**src/verilog/screenPkg.sv**
```systemverilog
package screenPkg;

    // screen and layout geometry, in pixels
    localparam int SCREEN_WIDTH  = 240;
    localparam int SCREEN_HEIGHT = 240;
    localparam int BUTTON_WIDTH  = 40;
    localparam int BUTTON_HEIGHT = 90;
    localparam int MARGIN_WIDTH  = 25;
    localparam int MARGIN_HEIGHT = 20;
    localparam int SPACE         = 10;

    // one scanned pixel position
    typedef struct packed {
        logic [8:0] x;
        logic [7:0] y;
        logic       valid;
    } pixelCoord_t;

    typedef enum logic [2:0] {
        COLOR_BG,
        COLOR_STAGE,
        COLOR_HIGHLIGHT,
        COLOR_BUTTON,
        COLOR_DIGIT
    } pixelColor_e;

    // colour tagged with the coordinate it belongs to
    typedef struct packed {
        pixelCoord_t coord;
        pixelColor_e color;
    } pixelOut_t;

endpackage

```
**src/verilog/memGamePkg.sv**
```systemverilog
package memGamePkg;

    typedef enum logic [0:0] {
        ST_PLAY,
        ST_SOLVED
    } gameState_e;

    // stage index, 0 up to NUM_STAGES-1
    typedef logic [2:0] stage_t;

    // what the puzzle reports to the outside
    typedef struct packed {
        stage_t     stage;
        logic [1:0] memPos;   // highlighted button, 0 is the rightmost
        logic       strike;   // one-cycle pulse on a wrong press
        logic       solved;   // sticky until reset
    } puzzleStatus_t;

endpackage

```
**src/verilog/pixelScanner.sv**
```systemverilog
`timescale 1ns/100ps

module pixelScanner (
    input  logic                  clk,
    input  logic                  nrst,
    output screenPkg::pixelCoord_t coord
);

    logic lastCol;
    logic lastRow;

    assign lastCol = (coord.x == 9'(screenPkg::SCREEN_WIDTH - 1));
    assign lastRow = (coord.y == 8'(screenPkg::SCREEN_HEIGHT - 1));

    always_ff @(posedge clk) begin
        if (!nrst) begin
            coord <= '0;
        end else begin
            coord.valid <= 1'b1;
            // hold (0,0) for the first valid cycle, then run the raster
            if (coord.valid) begin
                if (lastCol) begin
                    coord.x <= '0;
                    if (lastRow) begin
                        coord.y <= '0;
                    end else begin
                        coord.y <= coord.y + 8'd1;
                    end
                end else begin
                    coord.x <= coord.x + 9'd1;
                end
            end
        end
    end

endmodule

```
**src/verilog/memGameControl.sv**
```systemverilog
`timescale 1ns/100ps

module memGameControl #(
    parameter int NUM_STAGES = 5
) (
    input  logic                        clk,
    input  logic                        nrst,
    input  logic [2*NUM_STAGES-1:0]     displayNumBus,  // 2 bits per stage
    input  logic [8*NUM_STAGES-1:0]     labelNumBus,    // 4 labels x 2 bits per stage
    input  logic                        moveLeft,
    input  logic                        moveRight,
    input  logic                        press,
    output memGamePkg::puzzleStatus_t   status
);

    memGamePkg::gameState_e state;
    memGamePkg::stage_t     stage;
    logic [1:0]             memPos;
    logic                   strike;

    logic [1:0] displayDigit;
    logic [1:0] selectedLabel;
    logic       correct;
    logic       lastStage;

    // digits for the current stage
    assign displayDigit  = displayNumBus[int'(stage) * 2 +: 2];
    assign selectedLabel = labelNumBus[int'(stage) * 8 + int'(memPos) * 2 +: 2];
    assign correct       = (selectedLabel == displayDigit);
    assign lastStage     = (stage == 3'(NUM_STAGES - 1));

    always_ff @(posedge clk) begin
        if (!nrst) begin
            state  <= memGamePkg::ST_PLAY;
            stage  <= '0;
            memPos <= '0;
            strike <= 1'b0;
        end else begin
            strike <= 1'b0;    // pulse only
            if (state == memGamePkg::ST_PLAY) begin
                // buttons are indexed from the right edge of the screen,
                // so left means a higher index; 2-bit wrap does 3->0 and 0->3
                if (moveLeft && !moveRight) begin
                    memPos <= memPos + 2'd1;
                end else if (moveRight && !moveLeft) begin
                    memPos <= memPos - 2'd1;
                end

                if (press) begin
                    if (!correct) begin
                        strike <= 1'b1;
                        stage  <= '0;
                    end else if (lastStage) begin
                        state <= memGamePkg::ST_SOLVED;
                    end else begin
                        stage <= stage + 3'd1;
                    end
                end
            end
        end
    end

    assign status.stage  = stage;
    assign status.memPos = memPos;
    assign status.strike = strike;
    assign status.solved = (state == memGamePkg::ST_SOLVED);

endmodule

```
**src/verilog/memPixelGen.sv**
```systemverilog
`timescale 1ns/100ps

module memPixelGen #(
    parameter int NUM_STAGES = 5
) (
    input  logic                    clk,
    input  logic                    nrst,
    input  screenPkg::pixelCoord_t  coordIn,
    input  logic [2*NUM_STAGES-1:0] displayNumBus,
    input  logic [8*NUM_STAGES-1:0] labelNumBus,
    input  memGamePkg::stage_t      stage,
    input  logic [1:0]              memPos,
    output screenPkg::pixelCoord_t  coordOut,
    output logic                    displayPixel,
    output logic                    buttonPixel,
    output logic [3:0]              labelPixel,
    output logic                    stagePixel,
    output logic                    buttonHighlightPixel
);

    localparam int PITCH = screenPkg::BUTTON_WIDTH + screenPkg::SPACE;
    localparam int RIGHT_EDGE = screenPkg::SCREEN_WIDTH - screenPkg::MARGIN_WIDTH;
    localparam int BTN_TOP = screenPkg::MARGIN_HEIGHT;
    localparam int BTN_BOTTOM = screenPkg::MARGIN_HEIGHT + screenPkg::BUTTON_HEIGHT;
    localparam int LOWER_TOP = BTN_BOTTOM + screenPkg::MARGIN_HEIGHT;  // display and lights

    logic       displayHit;
    logic       buttonHit;
    logic [3:0] labelHit;
    logic       stageHit;
    logic       highlightHit;
    int         px;
    int         py;

    // 5 wide, 20 tall bar with tapered ends; cx is its right column
    function automatic logic vertBar(input int x, input int y, input int cx, input int cy);
        int d;
        int taper;
        d = cx - x;
        taper = (d == 2) ? 0 : ((d == 1 || d == 3) ? 1 : 2);
        return (d >= 0) && (d <= 4) && (y >= cy + taper) && (y <= cy + 19 - taper);
    endfunction

    // 20 wide, 5 tall bar; cx is its right end
    function automatic logic horiBar(input int x, input int y, input int cx, input int cy);
        int d;
        int taper;
        d = y - cy;
        taper = (d == 2) ? 0 : ((d == 1 || d == 3) ? 1 : 2);
        return (d >= 0) && (d <= 4) && (x <= cx - taper) && (x >= cx - 19 + taper);
    endfunction

    // segment set for digit values 0..3, drawn as one..four
    function automatic logic [6:0] segments(input logic [1:0] digit);
        case (digit)
            2'd0:    return 7'b0000110;
            2'd1:    return 7'b1011011;
            2'd2:    return 7'b1001111;
            default: return 7'b1100110;
        endcase
    endfunction

    function automatic logic digitHit(input int x, input int y, input int ax, input int ay,
                                      input logic [6:0] seg);
        logic hit;
        hit = 1'b0;
        if (seg[6]) hit |= horiBar(x, y, ax - 10, ay + 45);
        if (seg[5]) hit |= vertBar(x, y, ax - 10, ay + 45);
        if (seg[4]) hit |= vertBar(x, y, ax - 10, ay + 25);
        if (seg[3]) hit |= horiBar(x, y, ax - 10, ay + 25);
        if (seg[2]) hit |= vertBar(x, y, ax - 30, ay + 25);
        if (seg[1]) hit |= vertBar(x, y, ax - 30, ay + 45);
        if (seg[0]) hit |= horiBar(x, y, ax - 10, ay + 65);
        return hit;
    endfunction

    assign px = int'(coordIn.x);
    assign py = int'(coordIn.y);

    always_comb begin
        int hlRight;
        buttonHit    = 1'b0;
        labelHit     = '0;
        stageHit     = 1'b0;
        hlRight      = RIGHT_EDGE - int'(memPos) * PITCH;

        for (int i = 0; i < 4; i++) begin
            if (px < RIGHT_EDGE - i * PITCH && px > RIGHT_EDGE - i * PITCH - screenPkg::BUTTON_WIDTH
                && py > BTN_TOP && py < BTN_BOTTOM) begin
                buttonHit = 1'b1;
            end
            labelHit[i] = digitHit(px, py, RIGHT_EDGE - i * PITCH, BTN_TOP + 10,
                                   segments(labelNumBus[int'(stage) * 8 + i * 2 +: 2]));
        end

        // display digit sits left of the buttons' right margin
        displayHit = digitHit(px, py, RIGHT_EDGE - screenPkg::BUTTON_WIDTH - screenPkg::MARGIN_WIDTH,
                              LOWER_TOP, segments(displayNumBus[int'(stage) * 2 +: 2]));

        // selected button grown by 5 on each side
        highlightHit = (px < hlRight + 5) && (px > hlRight - screenPkg::BUTTON_WIDTH - 5)
                       && (py > BTN_TOP - 5) && (py < BTN_BOTTOM + 5);

        // lights stack down under the leftmost button column
        for (int k = 0; k < NUM_STAGES; k++) begin
            if (k <= int'(stage)
                && px < RIGHT_EDGE - 3 * PITCH && px > RIGHT_EDGE - 3 * PITCH - screenPkg::BUTTON_WIDTH
                && py > LOWER_TOP + k * 2 * screenPkg::SPACE
                && py < LOWER_TOP + k * 2 * screenPkg::SPACE + screenPkg::SPACE) begin
                stageHit = 1'b1;
            end
        end
    end

    always_ff @(posedge clk) begin
        if (!nrst) begin
            coordOut.valid <= 1'b0;
        end else begin
            coordOut <= coordIn;
        end
    end

    // flags follow the coordinate through the same stage
    always_ff @(posedge clk) begin
        displayPixel         <= displayHit;
        buttonPixel          <= buttonHit;
        labelPixel           <= labelHit;
        stagePixel           <= stageHit;
        buttonHighlightPixel <= highlightHit;
    end

endmodule

```
**src/verilog/pixelColorMux.sv**
```systemverilog
`timescale 1ns/100ps

module pixelColorMux (
    input  logic                   clk,
    input  logic                   nrst,
    input  screenPkg::pixelCoord_t coordIn,
    input  logic                   displayPixel,
    input  logic                   buttonPixel,
    input  logic [3:0]             labelPixel,
    input  logic                   stagePixel,
    input  logic                   buttonHighlightPixel,
    output screenPkg::pixelOut_t   pixelOut
);

    screenPkg::pixelColor_e color;

    // digits drawn over buttons, buttons over the highlight rim
    always_comb begin
        if (displayPixel || (|labelPixel)) begin
            color = screenPkg::COLOR_DIGIT;
        end else if (buttonPixel) begin
            color = screenPkg::COLOR_BUTTON;
        end else if (buttonHighlightPixel) begin
            color = screenPkg::COLOR_HIGHLIGHT;
        end else if (stagePixel) begin
            color = screenPkg::COLOR_STAGE;
        end else begin
            color = screenPkg::COLOR_BG;
        end
    end

    always_ff @(posedge clk) begin
        if (!nrst) begin
            pixelOut.coord.valid <= 1'b0;
        end else begin
            pixelOut.coord <= coordIn;
        end
    end

    always_ff @(posedge clk) begin
        pixelOut.color <= color;
    end

endmodule

```
**src/verilog/memGameTop.sv**
```systemverilog
`timescale 1ns/100ps

module memGameTop #(
    parameter int NUM_STAGES = 5
) (
    input  logic                      clk,
    input  logic                      nrst,
    input  logic [2*NUM_STAGES-1:0]   displayNumBus,
    input  logic [8*NUM_STAGES-1:0]   labelNumBus,
    input  logic                      moveLeft,
    input  logic                      moveRight,
    input  logic                      press,
    output memGamePkg::puzzleStatus_t status,
    output screenPkg::pixelOut_t      pixelOut
);

    screenPkg::pixelCoord_t scanCoord;
    screenPkg::pixelCoord_t genCoord;     // one cycle behind scanCoord
    logic                   displayPixel;
    logic                   buttonPixel;
    logic [3:0]             labelPixel;
    logic                   stagePixel;
    logic                   buttonHighlightPixel;

    pixelScanner u_pixelScanner (
        .clk   (clk),
        .nrst  (nrst),
        .coord (scanCoord)
    );

    memGameControl #(.NUM_STAGES(NUM_STAGES)) u_memGameControl (
        .clk           (clk),
        .nrst          (nrst),
        .displayNumBus (displayNumBus),
        .labelNumBus   (labelNumBus),
        .moveLeft      (moveLeft),
        .moveRight     (moveRight),
        .press         (press),
        .status        (status)
    );

    memPixelGen #(.NUM_STAGES(NUM_STAGES)) u_memPixelGen (
        .clk                  (clk),
        .nrst                 (nrst),
        .coordIn              (scanCoord),
        .displayNumBus        (displayNumBus),
        .labelNumBus          (labelNumBus),
        .stage                (status.stage),
        .memPos               (status.memPos),
        .coordOut             (genCoord),
        .displayPixel         (displayPixel),
        .buttonPixel          (buttonPixel),
        .labelPixel           (labelPixel),
        .stagePixel           (stagePixel),
        .buttonHighlightPixel (buttonHighlightPixel)
    );

    pixelColorMux u_pixelColorMux (
        .clk                  (clk),
        .nrst                 (nrst),
        .coordIn              (genCoord),
        .displayPixel         (displayPixel),
        .buttonPixel          (buttonPixel),
        .labelPixel           (labelPixel),
        .stagePixel           (stagePixel),
        .buttonHighlightPixel (buttonHighlightPixel),
        .pixelOut             (pixelOut)
    );

endmodule

```
**config.mk**
```make
export PLATFORM = sky130hd
export DESIGN_NAME = memGameTop
export DESIGN_NICKNAME = d
export VERILOG_FILES = /design/src/verilog/screenPkg.sv /design/src/verilog/memGamePkg.sv /design/src/verilog/pixelScanner.sv /design/src/verilog/memGameControl.sv /design/src/verilog/memPixelGen.sv /design/src/verilog/pixelColorMux.sv /design/src/verilog/memGameTop.sv
export SDC_FILE = /design/constraint.sdc
export NUM_CORES = 1
export LEC_CHECK = 0
export ABC_AREA = 1
export BUFFER_PORTS_ARGS = -buffer_cell sky130_fd_sc_hd__buf_2
export CELL_PAD_IN_SITES_DETAIL_PLACEMENT = 1
export CELL_PAD_IN_SITES_GLOBAL_PLACEMENT = 1
export CORE_ASPECT_RATIO = 0.9
export CORE_MARGIN = 4
export CORE_UTILIZATION = 45
export CTS_CLUSTER_SIZE = 40
export DETAILED_ROUTE_END_ITERATION = 8
export GPL_ROUTABILITY_DRIVEN = 0
export GPL_TIMING_DRIVEN = 0
export PLACE_DENSITY_LB_ADDON = 0.25
export SLEW_MARGIN = 0
export SYNTH_ARGS = -nofsm -noshare
export SYNTH_HDL_FRONTEND = slang
export SYNTH_SLANG_ARGS = --single-unit
```
**constraint.sdc**
```tcl
create_clock -name clk -period 10.3 [get_ports clk]
set_clock_uncertainty 0.1 [all_clocks]
set_input_delay 2.575 -clock clk [delete_from_list [all_inputs] [get_ports clk]]
set_output_delay 2.575 -clock clk [all_outputs]
set_load 0.01 [all_outputs]
```
=== Word level (Yosys, flattened, before mapping) ===
Cells that the tools add are included.

* $lt $le $gt $ge: 130
* $mul: 1
* Reductions and logical operators: 153
* Mux-type cells: 89
* Divide/modulo/power cells: 0
* Eq/ne operators: 63
* Shifts and indexed selects: 6
* $add $sub $neg: 99
* Bitwise operators: 33

{| class="wikitable"
|+ Operator list
! operator !! number
|-
| $eq A32 B3 Y1 const B || 32
|-
| $ge A9 B32 Y1 || 20
|-
| $le A9 B32 Y1 || 20
|-
| $sub A8 B32 Y32 const A || 19
|-
| $eq A32 B2 Y1 const B || 16
|-
| $ge A32 B1 Y1 const B || 16
|-
| $le A32 B4 Y1 const B || 16
|-
| $mux W32 || 16
|-
| $ge A10 B32 Y1 || 15
|-
| $le A10 B32 Y1 || 15
|-
| $add A8 B32 Y32 const A || 14
|-
| $sub A9 B32 Y32 const A || 14
|-
| $add A7 B32 Y32 const A || 11
|-
| $add A9 B32 Y32 const A || 10
|-
| $shiftx A40 B32 Y2 || 4
|-
| $logic_and A1 B1 Y1 || 121
|-
| $pmux W7 S3 || 5
|-
| $sub A7 B32 Y32 const A || 3
|-
| $sub A8 B9 Y10 const A || 5
|-
| $mux W1 || 44
|-
| $gt A8 B8 Y1 const B || 5
|-
| $lt A8 B8 Y1 const B || 5
|-
| $shiftx A40 B7 Y2 || 1
|-
| $mux W2 || 18
|-
| other kinds (51) || 129
|}

* Memories kept: 0
* Register bits: 72
* Latch bits: 0
* Memory bits (writable): 0
* Bits in read-only memories: 0
* Output and inout port bits: 28

=== Depth between registers and ports, before layout ===
Gate-level depths: netlist of the first run.

* Word-level depth: 22
* Gate-level depth with buffers: 25
* Gate-level depth less buffers: 24

=== By module ===
Synthesis of the first run repeated with hierarchy kept, for this count alone.

* Cell total of the unflattened synthesis: 2022
* Area, all modules: 12503.2 sq um

{| class="wikitable"
|+ By module, submodules not included
! module !! cells each !! area an instance (sq um) !! instances !! sequential area each (sq um)
|-
| memPixelGen || 1629 || 9708.1 || 1 || 690.7
|-
| memGameControl || 215 || 1108.6 || 1 || 140.1
|-
| pixelScanner || 146 || 1042.2 || 1 || 360.3
|-
| pixelColorMux || 32 || 644.4 || 1 || 590.6
|}

=== Worst setup path before layout of the first run ===
OpenSTA, ideal clock, no wires.

* Path type: input-to-reg
* Start point: in labelNumBus[15]
* End point: reg u_memPixelGen.labelPixel[3]
* Library setup time: 117 ps
* Data required time: 10083 ps
* Data arrival time: 3780 ps
* Slack: 6303 ps
* Stages: 11
* Path through: inv_1 > nand2_1 > a32o_1 > a21oi_1 > ha_1 > nand2_1 > a211oi_1 > nand3_1 > nand2_1 > a21oi_1 > nand2_1

* Longest elaborated chain between the ends: 16
* Elaborated cells on any way between the ends: 18
* Those cells by class: eq/ne (2); shift (1); mux (8); bitwise (6); reduce/logical (1)

{| class="wikitable"
|+ RTL lines
! element !! line !! RTL
|-
| start: declaration || memGameTop.sv:9 || <nowiki>input logic [8*NUM_STAGES-1:0] labelNumBus,</nowiki>
|-
| $shiftx A40 B32 Y2 * || memPixelGen.sv:93 || <nowiki>segments(labelNumBus[int'(stage) * 8 + i * 2 +: 2]));</nowiki>
|-
| $eq A2 B2 Y1 (tied with other cells) || memPixelGen.sv:55 || <nowiki>case (digit)</nowiki>
|-
| $pmux W7 S3 * || memPixelGen.sv:55 ||
|-
| $mux W1 || memPixelGen.sv:67 || <nowiki>if (seg[6]) hit |= horiBar(x, y, ax - 10, ay + 45);</nowiki>
|-
| $or A1 B1 Y1 || memPixelGen.sv:68 || <nowiki>if (seg[5]) hit |= vertBar(x, y, ax - 10, ay + 45);</nowiki>
|-
| $mux W1 || memPixelGen.sv:68 ||
|-
| $or A1 B1 Y1 || memPixelGen.sv:69 || <nowiki>if (seg[4]) hit |= vertBar(x, y, ax - 10, ay + 25);</nowiki>
|-
| $mux W1 || memPixelGen.sv:69 ||
|-
| $or A1 B1 Y1 || memPixelGen.sv:70 || <nowiki>if (seg[3]) hit |= horiBar(x, y, ax - 10, ay + 25);</nowiki>
|-
| $mux W1 || memPixelGen.sv:70 ||
|-
| $or A1 B1 Y1 || memPixelGen.sv:71 || <nowiki>if (seg[2]) hit |= vertBar(x, y, ax - 30, ay + 25);</nowiki>
|-
| $mux W1 || memPixelGen.sv:71 ||
|-
| $or A1 B1 Y1 || memPixelGen.sv:72 || <nowiki>if (seg[1]) hit |= vertBar(x, y, ax - 30, ay + 45);</nowiki>
|-
| $mux W1 || memPixelGen.sv:72 ||
|-
| $or A1 B1 Y1 || memPixelGen.sv:73 || <nowiki>if (seg[0]) hit |= horiBar(x, y, ax - 10, ay + 65);</nowiki>
|-
| $mux W1 * || memPixelGen.sv:73 ||
|-
| named net u_memPixelGen.labelHit[3] || memPixelGen.sv:29 || <nowiki>logic [3:0] labelHit;</nowiki>
|-
| end signal: assignment || memPixelGen.sv:127 || <nowiki>labelPixel <= labelHit;</nowiki>
|-
| end: declaration || memPixelGen.sv:16 || <nowiki>output logic [3:0] labelPixel,</nowiki>
|}

Mark *: on every way through the listed nets, which the timed path passes. The rest lies on a longest branch.
A chain may end at the register's enable or synchronous reset.

=== Worst setup path in the final report of the first run ===
* Start point: reg u_pixelScanner.coord[10] in the netlist's numbering
* End point: reg u_memPixelGen.displayPixel

* Longest elaborated chain between the ends: 21
* Elaborated cells on any way between the ends: 69
* Those cells by class: add/sub (10); order compare (18); eq/ne (6); mux (11); bitwise (6); reduce/logical (18)

{| class="wikitable"
|+ RTL lines
! element !! line !! RTL
|-
| start: declaration || pixelScanner.sv:6 || <nowiki>output screenPkg::pixelCoord_t coord</nowiki>
|-
| $sub A8 B9 Y10 || memPixelGen.sv:39 || <nowiki>d = cx - x;</nowiki>
|-
| $eq A32 B2 Y1 / $eq A32 B3 Y1 (equally long branches) || memPixelGen.sv:40 || <nowiki>taper = (d == 2) ? 0 : ((d == 1 || d == 3) ? 1 : 2);</nowiki>
|-
| $logic_or A1 B1 Y1 || memPixelGen.sv:40 ||
|-
| $mux W2 || memPixelGen.sv:40 ||
|-
| $mux W32 || memPixelGen.sv:40 ||
|-
| $add A9 B32 Y32 || memPixelGen.sv:41 || <nowiki>return (d >= 0) && (d <= 4) && (y >= cy + taper) && (y <= cy + 19 - taper);</nowiki>
|-
| $ge A9 B32 Y1 || memPixelGen.sv:41 ||
|-
| $logic_and A1 B1 Y1 (2 in a row) || memPixelGen.sv:41 ||
|-
| (+5 left out) || -- ||
|-
| $mux W1 || memPixelGen.sv:70 ||
|-
| $or A1 B1 Y1 || memPixelGen.sv:71 ||
|-
| $mux W1 || memPixelGen.sv:71 ||
|-
| $or A1 B1 Y1 || memPixelGen.sv:72 ||
|-
| $mux W1 || memPixelGen.sv:72 ||
|-
| $or A1 B1 Y1 || memPixelGen.sv:73 ||
|-
| $mux W1 * || memPixelGen.sv:73 ||
|-
| named net u_memPixelGen.displayHit || memPixelGen.sv:27 || <nowiki>logic displayHit;</nowiki>
|-
| end signal: assignment || memPixelGen.sv:125 || <nowiki>displayPixel <= displayHit;</nowiki>
|-
| end: declaration || memPixelGen.sv:14 || <nowiki>output logic displayPixel,</nowiki>
|}

Marked as above.

==> PnR_summary.wiki, run 1 <==
{| class="wikitable"
! Metric !! Value
|-
| Status || completed
|-
| Critical Path Start Type || flop
|-
| DR vias/cell || 5.935
|-
| Antenna violations before repair || 0
|-
| Top flip-flop cell by instance count after synthesis || sky130_fd_sc_hd__dfxtp_1
|-
| Class of the tightest hold or removal check || flop to flop
|-
| Reported max-cap violation count || 0
|-
| Placeable core area || 0.02348 mm2
|-
| DRT Pass-1 Iters || 6
|-
| Post-synth EDFFs || 34
|-
| Share of layout cells above drive strength 1 || 0.1020
|-
| Largest net degree at the start of global routing || 42
|-
| Main area contributors after synthesis || sky130_fd_sc_hd__ha_1 (23%), sky130_fd_sc_hd__nand2_1 (10%), sky130_fd_sc_hd__edfxtp_1 (9.5%)
|-
| End point of the most critical hold path || u_pixelColorMux.pixelOut[13]
|-
| Synth unique cells || 56
|-
| Number of fill cells in the layout || 3259
|-
| Synth top area share || 0.2336
|-
| Worst reg2reg endpoint || u_memPixelGen.displayPixel
|-
| Avg Cell Area, Syn || approximately 6.5 um2
|-
| Worst Path Arrival || 5.50 ns
|-
| Final period util || 0.5212
|-
| Fraction of registers with async set or reset after synthesis || 0
|-
| Number of cells upsized or downsized after cts || 0
|-
| CTS Hold Bufs || 0
|-
| Clk root buf || sky130_fd_sc_hd__clkbuf_16
|-
| Remaining global-route overflow || 0
|-
| Critical register-to-register path startpoint || u_pixelScanner.coord[10]
|-
| Cell area power density || 75.80 mW/mm2
|-
| Initial cell density of the core || 0.4587
|-
| Hold depth || 0
|-
| YS warnings || 0
|-
| Worst R2R Path Depth || 22
|-
| Vias in the first global route || 12.42k
|-
| Data required, critical path || approximately 10 ns
|-
| Worst Max-Slew Pin Slew || 1.161 ns
|-
| Die boundary height || 154.8 um
|-
| Worst relative slew slack || 0.2163
|-
| Most common cell in the netlist || sky130_fd_sc_hd__nand2_1
|-
| Leakage component of the power || 6.098 nW
|-
| Overall routing resource usage || 0.3214
|-
| Hold path startpoint || u_memPixelGen.coordOut[10]
|-
| Final nets || 1996
|-
| Total setup buffers inserted after CTS || 0
|-
| Number of diodes added for antenna fixing || 0
|-
| Total via count after detailed routing || 12.15k
|-
| DP Worst Slack || 5.077 ns
|-
| Number of hold violations in the final report || 0
|-
| Number of primary I/O pins || 83
|-
| Critical setup path kind || flop to flop
|-
| Sequential cell area fraction in the yosys report || 0.1655
|-
| Die width || 171.1 um
|-
| DP HPWL || 33700 um
|-
| Leading post-synthesis cells by instance count || sky130_fd_sc_hd__nand2_1 (299), sky130_fd_sc_hd__inv_1 (267), sky130_fd_sc_hd__ha_1 (201)
|-
| Average wire per cell in the routed design || 21.14 um
|-
| Synthesized flop and latch total || between 70 and 80
|-
| Max-slew violation count || 0
|-
| Global-route wire length before repair || 67480 um
|-
| Number of remaining DRC errors || 0
|-
| Clock slew at the register clock pins of the worst setup and hold paths || 0.06 ns
|-
| Worst Setup End Kind || flop
|-
| Tmin final || 5.368 ns
|-
| Clock tree from TritonCTS || yes
|-
| Setup slack of the most critical reg-to-reg path || 4.93 ns
|-
| Layout overhead on the synthesized area || 10.23%
|-
| Drt total wl || about 43000 um
|-
| H-tree depth || 3
|-
| Sinks on Clock Net || around 70
|-
| Aggregate negative setup slack || 0 ns
|-
| Later-pin clock latency in the skew report || 0.35 ns
|-
| Summed instance area of the synthesized netlist || between 0.01 and 0.015 mm2
|-
| Achievable clock frequency || 186.3 MHz
|-
| Nets in the synthesized netlist || 1903
|-
| Number of buffers on the longest clock path || 2
|-
| Final setup vio count || 0
|-
| Die area || 0.02647 mm2
|-
| Biggest fanout along the worst timing path || 19
|-
| Number of buffers created by CTS || 9
|-
| Library cell with the largest summed area after synthesis || sky130_fd_sc_hd__ha_1
|-
| Count of buffers from port buffering || 82
|-
| Number of rows in the core area || 53
|-
| Iteration-0 DRC Markers || 1084
|-
| Residual antenna-violating net count after detailed routing || 0
|-
| Worst hold margin || around 0.32 ns
|-
| Unrepaired setup endpoints after global routing || false
|-
| Synthesized instance count || 1647
|-
| Worst Setup Slack, final || between 4 and 5 ns
|-
| Peak ir drop on the vdd network || around 0.083 mV
|}
## state kept, by name, summed over array words and instances (netlist names)
| register | count |
|---|---|
| u_memPixelGen.coordOut | 18 |
| u_memPixelGen.labelPixel | 4 |
| u_memGameControl.strike | 1 |
| u_memPixelGen.buttonHighlightPixel | 1 |
| u_pixelScanner.coord | 18 |
| u_memPixelGen.stagePixel | 1 |
| u_memPixelGen.displayPixel | 1 |
| u_memGameControl.stage | 3 |
| u_pixelColorMux.pixelOut | 21 |
| u_memPixelGen.buttonPixel | 1 |
| u_memGameControl.memPos | 2 |
| u_memGameControl.state | 1 |
## worst max-delay path by stage
stage                             startpoint                     endpoint  cells past startpoint
CTS                 u_pixelScanner.coord[10]   u_memPixelGen.displayPixel                     22
global placement    u_pixelScanner.coord[10]   u_memPixelGen.displayPixel                     22
detailed placement  u_pixelScanner.coord[10]   u_memPixelGen.displayPixel                     22
global route        u_pixelScanner.coord[10]   u_memPixelGen.displayPixel                     22
floorplan                    labelNumBus[15]  u_memPixelGen.labelPixel[3]                     11
finish              u_pixelScanner.coord[10]   u_memPixelGen.displayPixel                     22
## kinds of logic after synthesis
logic type                 count (synthesis)  synth area share
and+or+nand+nor                          660            0.2637
AOI/OAI and AO/OA                        364            0.1953
buffers and inverters                    326            0.1225
adders and majority gates                201            0.2336
DFF                                       72            0.1655
xor gates and xnor gates                  24           0.01952
## per-stage QoR
step,cell area [um2],power [mW],utilization,std cells
finish,11870,0.8997,0.5056,2047
global route,11870,0.9378,0.5056,2047
CTS,11870,0.8950,0.5055,2047
detailed placement,11560,0.5431,0.4923,2031
global placement,11560,0.5334,0.4923,2031
floorplan,10770,0.4577,-,1647
## cell usage in the layout, fill, tap and decap left out, types with 6 or more instances in the layout
cell | synthesis | layout
sky130_fd_sc_hd__xor2_1 | 21 | 21
sky130_fd_sc_hd__nand4_1 | 22 | 22
sky130_fd_sc_hd__o21a_1 | 6 | 6
sky130_fd_sc_hd__nand3_1 | 77 | 77
sky130_fd_sc_hd__nor2_2 | 9 | 9
sky130_fd_sc_hd__nor4_1 | 9 | 9
sky130_fd_sc_hd__dfxtp_1 | 38 | 37
sky130_fd_sc_hd__nor3_1 | 28 | 28
sky130_fd_sc_hd__a21oi_1 | 112 | 112
sky130_fd_sc_hd__o21bai_1 | 22 | 22
sky130_fd_sc_hd__a211oi_1 | 6 | 6
sky130_fd_sc_hd__o211ai_1 | 19 | 19
sky130_fd_sc_hd__a31oi_1 | 8 | 8
sky130_fd_sc_hd__edfxtp_1 | 34 | 34
sky130_fd_sc_hd__nand2_1 | 299 | 299
sky130_fd_sc_hd__nor2_1 | 186 | 186
sky130_fd_sc_hd__o22ai_1 | 16 | 16
sky130_fd_sc_hd__clkbuf_16 | 0 | 9
sky130_fd_sc_hd__buf_2 | 19 | 101
sky130_fd_sc_hd__clkbuf_1 | 8 | 8
sky130_fd_sc_hd__inv_2 | 15 | 15
sky130_fd_sc_hd__o21ai_1 | 7 | 7
sky130_fd_sc_hd__ha_1 | 201 | 201
sky130_fd_sc_hd__buf_4 | 13 | 13
sky130_fd_sc_hd__nand3b_1 | 6 | 6
sky130_fd_sc_hd__o21ai_0 | 138 | 138
sky130_fd_sc_hd__inv_1 | 267 | 267
## power breakdown
part	total, mW	internal (mW)	switching [mW]
sequential	0.320	0.308	0.0113
clock	0.357	0.211	0.147
combinational	0.223	0.0738	0.149
total	0.900	0.593	0.307
## final cells by class
cell class | count | area [um2] | area share
clock inverters | 7 | 86.33 | 0.007274
multi-input cells | 1249 | 7667 | 0.6460
flip-flops and latches | 72 | 1783 | 0.1502
plain buffers | 43 | 256.5 | 0.02161
inverters | 283 | 1062 | 0.08950
repair buffers | 82 | 410.4 | 0.03458
well taps | 302 | 377.9 | 0.03184
clock buffers | 9 | 225.2 | 0.01898
## critical path: stages (launching register included)
cell and delay, ns:
sky130_fd_sc_hd__dfxtp_1 1.06, sky130_fd_sc_hd__inv_1 0.47, sky130_fd_sc_hd__ha_1 0.38, sky130_fd_sc_hd__a21oi_1 0.42, sky130_fd_sc_hd__o21ai_0 0.18, sky130_fd_sc_hd__o21ai_0 0.18
sky130_fd_sc_hd__nand4_1 0.22, sky130_fd_sc_hd__nor2_1 0.32, sky130_fd_sc_hd__inv_1 0.08, sky130_fd_sc_hd__nor2_1 0.14, sky130_fd_sc_hd__inv_1 0.06, sky130_fd_sc_hd__ha_1 0.29
sky130_fd_sc_hd__ha_1 0.29, sky130_fd_sc_hd__a21oi_1 0.21, sky130_fd_sc_hd__nor2_1 0.06, sky130_fd_sc_hd__o21ai_0 0.15, sky130_fd_sc_hd__nand2_1 0.07, sky130_fd_sc_hd__a21oi_1 0.13
sky130_fd_sc_hd__o21ai_0 0.14, sky130_fd_sc_hd__nand3_1 0.11, sky130_fd_sc_hd__nand2_1 0.08, sky130_fd_sc_hd__nand2_1 0.06, sky130_fd_sc_hd__nand3_1 0.06
## layer usage
metal  GRT usage  routed length [um]  vias up
met5           0                   0        -
met4      0.1256                1836        0
met3     0.05699                3556      123
met2      0.5175               19260      556
met1      0.4272               18610     5826
li1            -                   -     5644
(Power assumes the default switching activity.)
==> run 2, diff against run 1 <==
--- a/config.mk
+++ b/config.mk
@@ -5,7 +5,7 @@
 export SDC_FILE = /design/constraint.sdc
 export NUM_CORES = 1
 export LEC_CHECK = 0
-export ABC_AREA = 1
+export ABC_AREA = 0
 export BUFFER_PORTS_ARGS = -buffer_cell sky130_fd_sc_hd__buf_2
 export CELL_PAD_IN_SITES_DETAIL_PLACEMENT = 1
 export CELL_PAD_IN_SITES_GLOBAL_PLACEMENT = 1
==> constraint.sdc (replaced) <==
create_clock -name clk -period 5.3 [get_ports clk]
set_clock_uncertainty 0.1 [all_clocks]
set_input_delay 1.325 -clock clk [delete_from_list [all_inputs] [get_ports clk]]
set_output_delay 1.325 -clock clk [all_outputs]
set_load 0.01 [all_outputs]
==> run 2 against run 1 <==
The run now ends with capacitance limit, slew limit left. Die area is 2.4% lower. Synthesized cell count fell by 19%. Clock power increased by 74%. Combinational power up 140%. Final cell count is 16% lower. Non-clock buffer count grew 36. Global-route usage down 0.73 points. First-iteration DRC count rose by 9.2%. Wire length is 4.3% lower.
==> PnR_summary.wiki, run 2 <==
{| class="wikitable"
! Metric !! Value
|-
| Number of fill cells in the layout || ~2.9k
|-
| Commonest cells after routing, fill and taps aside || sky130_fd_sc_hd__ha_1 (201), sky130_fd_sc_hd__nand2_1 (109), sky130_fd_sc_hd__a21oi_1 (106)
|-
| Most frequent standard cell in the layout excluding fill and tap cells || sky130_fd_sc_hd__ha_1
|-
| Biggest fanout along the worst timing path || 15
|-
| Max-slew violation count || 1
|-
| Overall routing resource usage || 0.3140
|-
| Final setup vio count || 0
|-
| Total area of multi-input combinational cells || 0.008034 mm2
|-
| Violated checks || capacitance limit, slew limit
|-
| Die width || 169.0 um
|-
| Critical Path Start Type || flop
|-
| Cell area power density || between 150 and 200 mW/mm2
|-
| Aggregate negative setup slack || 0 ns
|-
| Part of the power in combinational logic || 0.305
|-
| Main area contributors after synthesis || sky130_fd_sc_hd__ha_1 (24%), sky130_fd_sc_hd__edfxtp_1 (9.7%), sky130_fd_sc_hd__dfxtp_1 (7.2%)
|-
| Cell internal pwr || 1.176 mW
|-
| H-tree depth || 3
|-
| Post-synth EDFFs || 34
|-
| Remaining global-route overflow || 0
|-
| Count of buffers from port buffering || 82
|-
| Summed instance area of the synthesized netlist || 0.01050 mm2
|-
| Net Sw Frac || 0.3413
|-
| Avg Cell Area, Syn || 7.915 um2
|-
| Largest regs || u_pixelColorMux.pixelOut (21), u_memPixelGen.coordOut (18), u_pixelScanner.coord (18)
|-
| Worst R2R Path Depth || 18
|-
| Switching power total || 0.6093 mW
|-
| Number of primary I/O pins || between 80 and 90
|-
| DR vias/cell || 6.412
|-
| Nets in the synthesized netlist || between 1.5k and 2k
|-
| Synthesized instance count || 1326
|-
| Drt total wl || 41390 um
|-
| Share of layout cells above drive strength 1 || 0.1265
|-
| Sequential cell area fraction in the yosys report || 0.1698
|-
| Sinks on Clock Net || 72
|-
| Synthesized flop and latch total || 72
|-
| Synth top area share || 0.2396
|-
| Number of flip-flops under the largest register name || 21
|-
| Worst relative slew slack || -0.0008360
|-
| Later-pin clock latency in the skew report || 0.35 ns
|-
| Critical register-to-register path startpoint || u_pixelScanner.coord[12]
|-
| Worst Setup End Kind || flop
|-
| Number of hold violations in the final report || 0
|-
| Leading post-synthesis cells by instance count || sky130_fd_sc_hd__ha_1 (201), sky130_fd_sc_hd__nand2_1 (109), sky130_fd_sc_hd__a21oi_1 (107)
|-
| Die boundary height || 152.9 um
|-
| Synth unique cells || 81
|-
| DRT Pass-1 Iters || 5
|-
| Fraction of registers with async set or reset after synthesis || 0
|-
| Worst Max-Slew Pin Slew || 1.488 ns
|-
| Total via count after detailed routing || 11.08k
|-
| Clock slew at the register clock pins of the worst setup and hold paths || 0.07 ns
|-
| Leakage component of the power || 5.220 nW
|-
| Most common cell in the netlist || sky130_fd_sc_hd__ha_1
|-
| Worst Path Arrival || 5.20 ns
|-
| Largest net degree at the start of global routing || 39
|-
| Clk root buf || sky130_fd_sc_hd__clkbuf_16
|-
| Final nets || 1682
|-
| Final standard cell area without fillers || 0.01167 mm2
|-
| Data required, critical path || 5.46 ns
|-
| Placeable core area || 0.02271 mm2
|-
| Top register by number of flip-flops || u_pixelColorMux.pixelOut
|-
| Achievable clock frequency || about 200 MHz
|-
| Number of rows in the core area || 52
|-
| Layout overhead on the synthesized area || 11.21%
|-
| Setup slack of the most critical reg-to-reg path || 0.27 ns
|-
| Iteration-0 DRC Markers || 1184
|-
| Post-place instance area || 0.01128 mm2
|-
| YS warnings || 0
|-
| Library cell with the largest summed area after synthesis || sky130_fd_sc_hd__ha_1
|-
| Critical setup path kind || flop to flop
|-
| Antenna violations before repair || 1
|-
| Unrepaired setup endpoints after global routing || false
|-
| Peak ir drop on the vdd network || between 0.15 and 0.2 mV
|-
| DP HPWL || around 32000 um
|-
| Number of diodes added for antenna fixing || 0
|-
| Reg power frac || 0.348
|-
| Clock tree from TritonCTS || yes
|-
| Worst reg2reg endpoint || u_memPixelGen.displayPixel
|-
| Total placed cells including tap cells || ~1.7k
|-
| Die area || 0.02583 mm2
|-
| Global-route wire length before repair || 64560 um
|-
| Final period util || 0.9496
|-
| Top flip-flop cell by instance count after synthesis || sky130_fd_sc_hd__dfxtp_1
|-
| Reported max-cap violation count || 1
|-
| CTS Hold Bufs || 0
|-
| Status || complete, but fails checks
|-
| Critical path destination || u_memPixelGen.displayPixel
|-
| Sequential Area || 0.001800 mm2
|-
| Class of the tightest hold or removal check || flop to flop
|-
| Number of remaining DRC errors || 0
|-
| Timing startpoint of the critical path || u_pixelScanner.coord[12]
|-
| Residual antenna-violating net count after detailed routing || 0
|-
| Number of buffers on the longest clock path || 2
|-
| Tmin final || a little over 5 ns
|-
| Number of buffers created by CTS || 9
|-
| Initial cell density of the core || 0.4622
|-
| Average wire per cell in the routed design || 23.95 um
|-
| Vias in the first global route || 11.42k
|-
| Share of power burned in the clock network || 0.347
|-
| Post-route non-filler standard cell count || 1728
|}
==> run 2: worst min-delay path by stage <==
stage	startpoint	end	slack [ns]	cells past startpoint
2_1_floorplan	u_memPixelGen.coordOut[7]	u_pixelColorMux.pixelOut[10]	0.30	0
3_3_place_gp	u_memPixelGen.coordOut[14]	u_pixelColorMux.pixelOut[17]	0.30	0
3_5_place_dp	u_memPixelGen.coordOut[5]	u_pixelColorMux.pixelOut[8]	0.31	0
4_1_cts	u_memPixelGen.coordOut[16]	u_pixelColorMux.pixelOut[19]	0.32	0
5_1_grt	u_memPixelGen.coordOut[16]	u_pixelColorMux.pixelOut[19]	0.32	0
6_report	u_memPixelGen.coordOut[5]	u_pixelColorMux.pixelOut[8]	0.32	0
==> run 2: final cells by class <==
class | instances | share of cell area
Clock buffer | 10 | 0.01962
Tap cell | 297 | 0.03184
Clock inverter | 6 | 0.005896
Inverter | 99 | 0.03291
Buffer | 72 | 0.02744
Multi-Input combinational cell | 1083 | 0.6884
Sequential cell | 72 | 0.1543
Timing Repair Buffer | 89 | 0.03967
==> run 2: timing repair <==
item,in CTS,in global routing
gates cloned,0,0
setup endpoints to repair,5,5
gates resized for setup,11,9
buffers inserted,3,4
==> run 2: cells by family after synthesis <==
kind of cell             count (synthesis)  share of synthesized area
flip-flops                              72                     0.1698
AO/OA/AOI/OAI                          402                     0.2544
multiplexers                            36                    0.04650
AND/OR/NAND/NOR                        414                     0.1984
buffers and inverters                  171                    0.06629
adder cells (fa/ha/maj)                201                     0.2396
XOR/XNOR                                30                    0.02504
==> run 2: worst max-delay path, stage by stage, from the launching register on <==
cell and delay [ns]:
sky130_fd_sc_hd__dfxtp_4 0.53, sky130_fd_sc_hd__buf_6 0.21, sky130_fd_sc_hd__inv_6 0.07, sky130_fd_sc_hd__clkbuf_2 0.27
sky130_fd_sc_hd__ha_1 0.28, sky130_fd_sc_hd__clkbuf_1 0.25, sky130_fd_sc_hd__a21oi_2 0.26, sky130_fd_sc_hd__o211ai_1 0.18
sky130_fd_sc_hd__or4_4 0.60, sky130_fd_sc_hd__nor3_1 0.31, sky130_fd_sc_hd__ha_1 0.30, sky130_fd_sc_hd__ha_1 0.31
sky130_fd_sc_hd__nor2b_1 0.16, sky130_fd_sc_hd__o21a_1 0.16, sky130_fd_sc_hd__o21ai_0 0.18, sky130_fd_sc_hd__a32o_1 0.19
sky130_fd_sc_hd__nand4_1 0.17, sky130_fd_sc_hd__a211o_1 0.34, sky130_fd_sc_hd__o2111ai_1 0.09
==> run 2: through the flow <==
step | power, mW | hold slack (ns) | utilization | setup WS (ns)
detailed placement | 1.150 | 0.3057 | 0.4966 | -1.018
global route | 1.867 | 0.3190 | 0.5140 | 0.05356
finish | 1.785 | 0.3175 | 0.5140 | 0.2673
floorplan | 0.9628 | 0.3003 | - | 1.012
CTS | 1.776 | 0.3182 | 0.5120 | 0.06660
global placement | 1.130 | 0.3007 | 0.4966 | -0.8787
==> run 2: metal layers <==
layer,share of wire,global-route usage,up-vias
li1,-,-,5047
met1,0.41,0.4112,5399
met3,0.086,0.06586,124
met5,0.0015,0,-
met2,0.46,0.5064,508
met4,0.043,0.1253,2
==> run 2: power by group through the flow <==
stage          clock network (mW)  registers, mW  logic, mW
2_1_floorplan                   0          0.634      0.329
3_3_place_gp                    0          0.637      0.493
3_5_place_dp                    0          0.639      0.511
4_1_cts                     0.622          0.628      0.527
5_1_grt                     0.649          0.623      0.595
6_report                    0.620          0.621      0.544
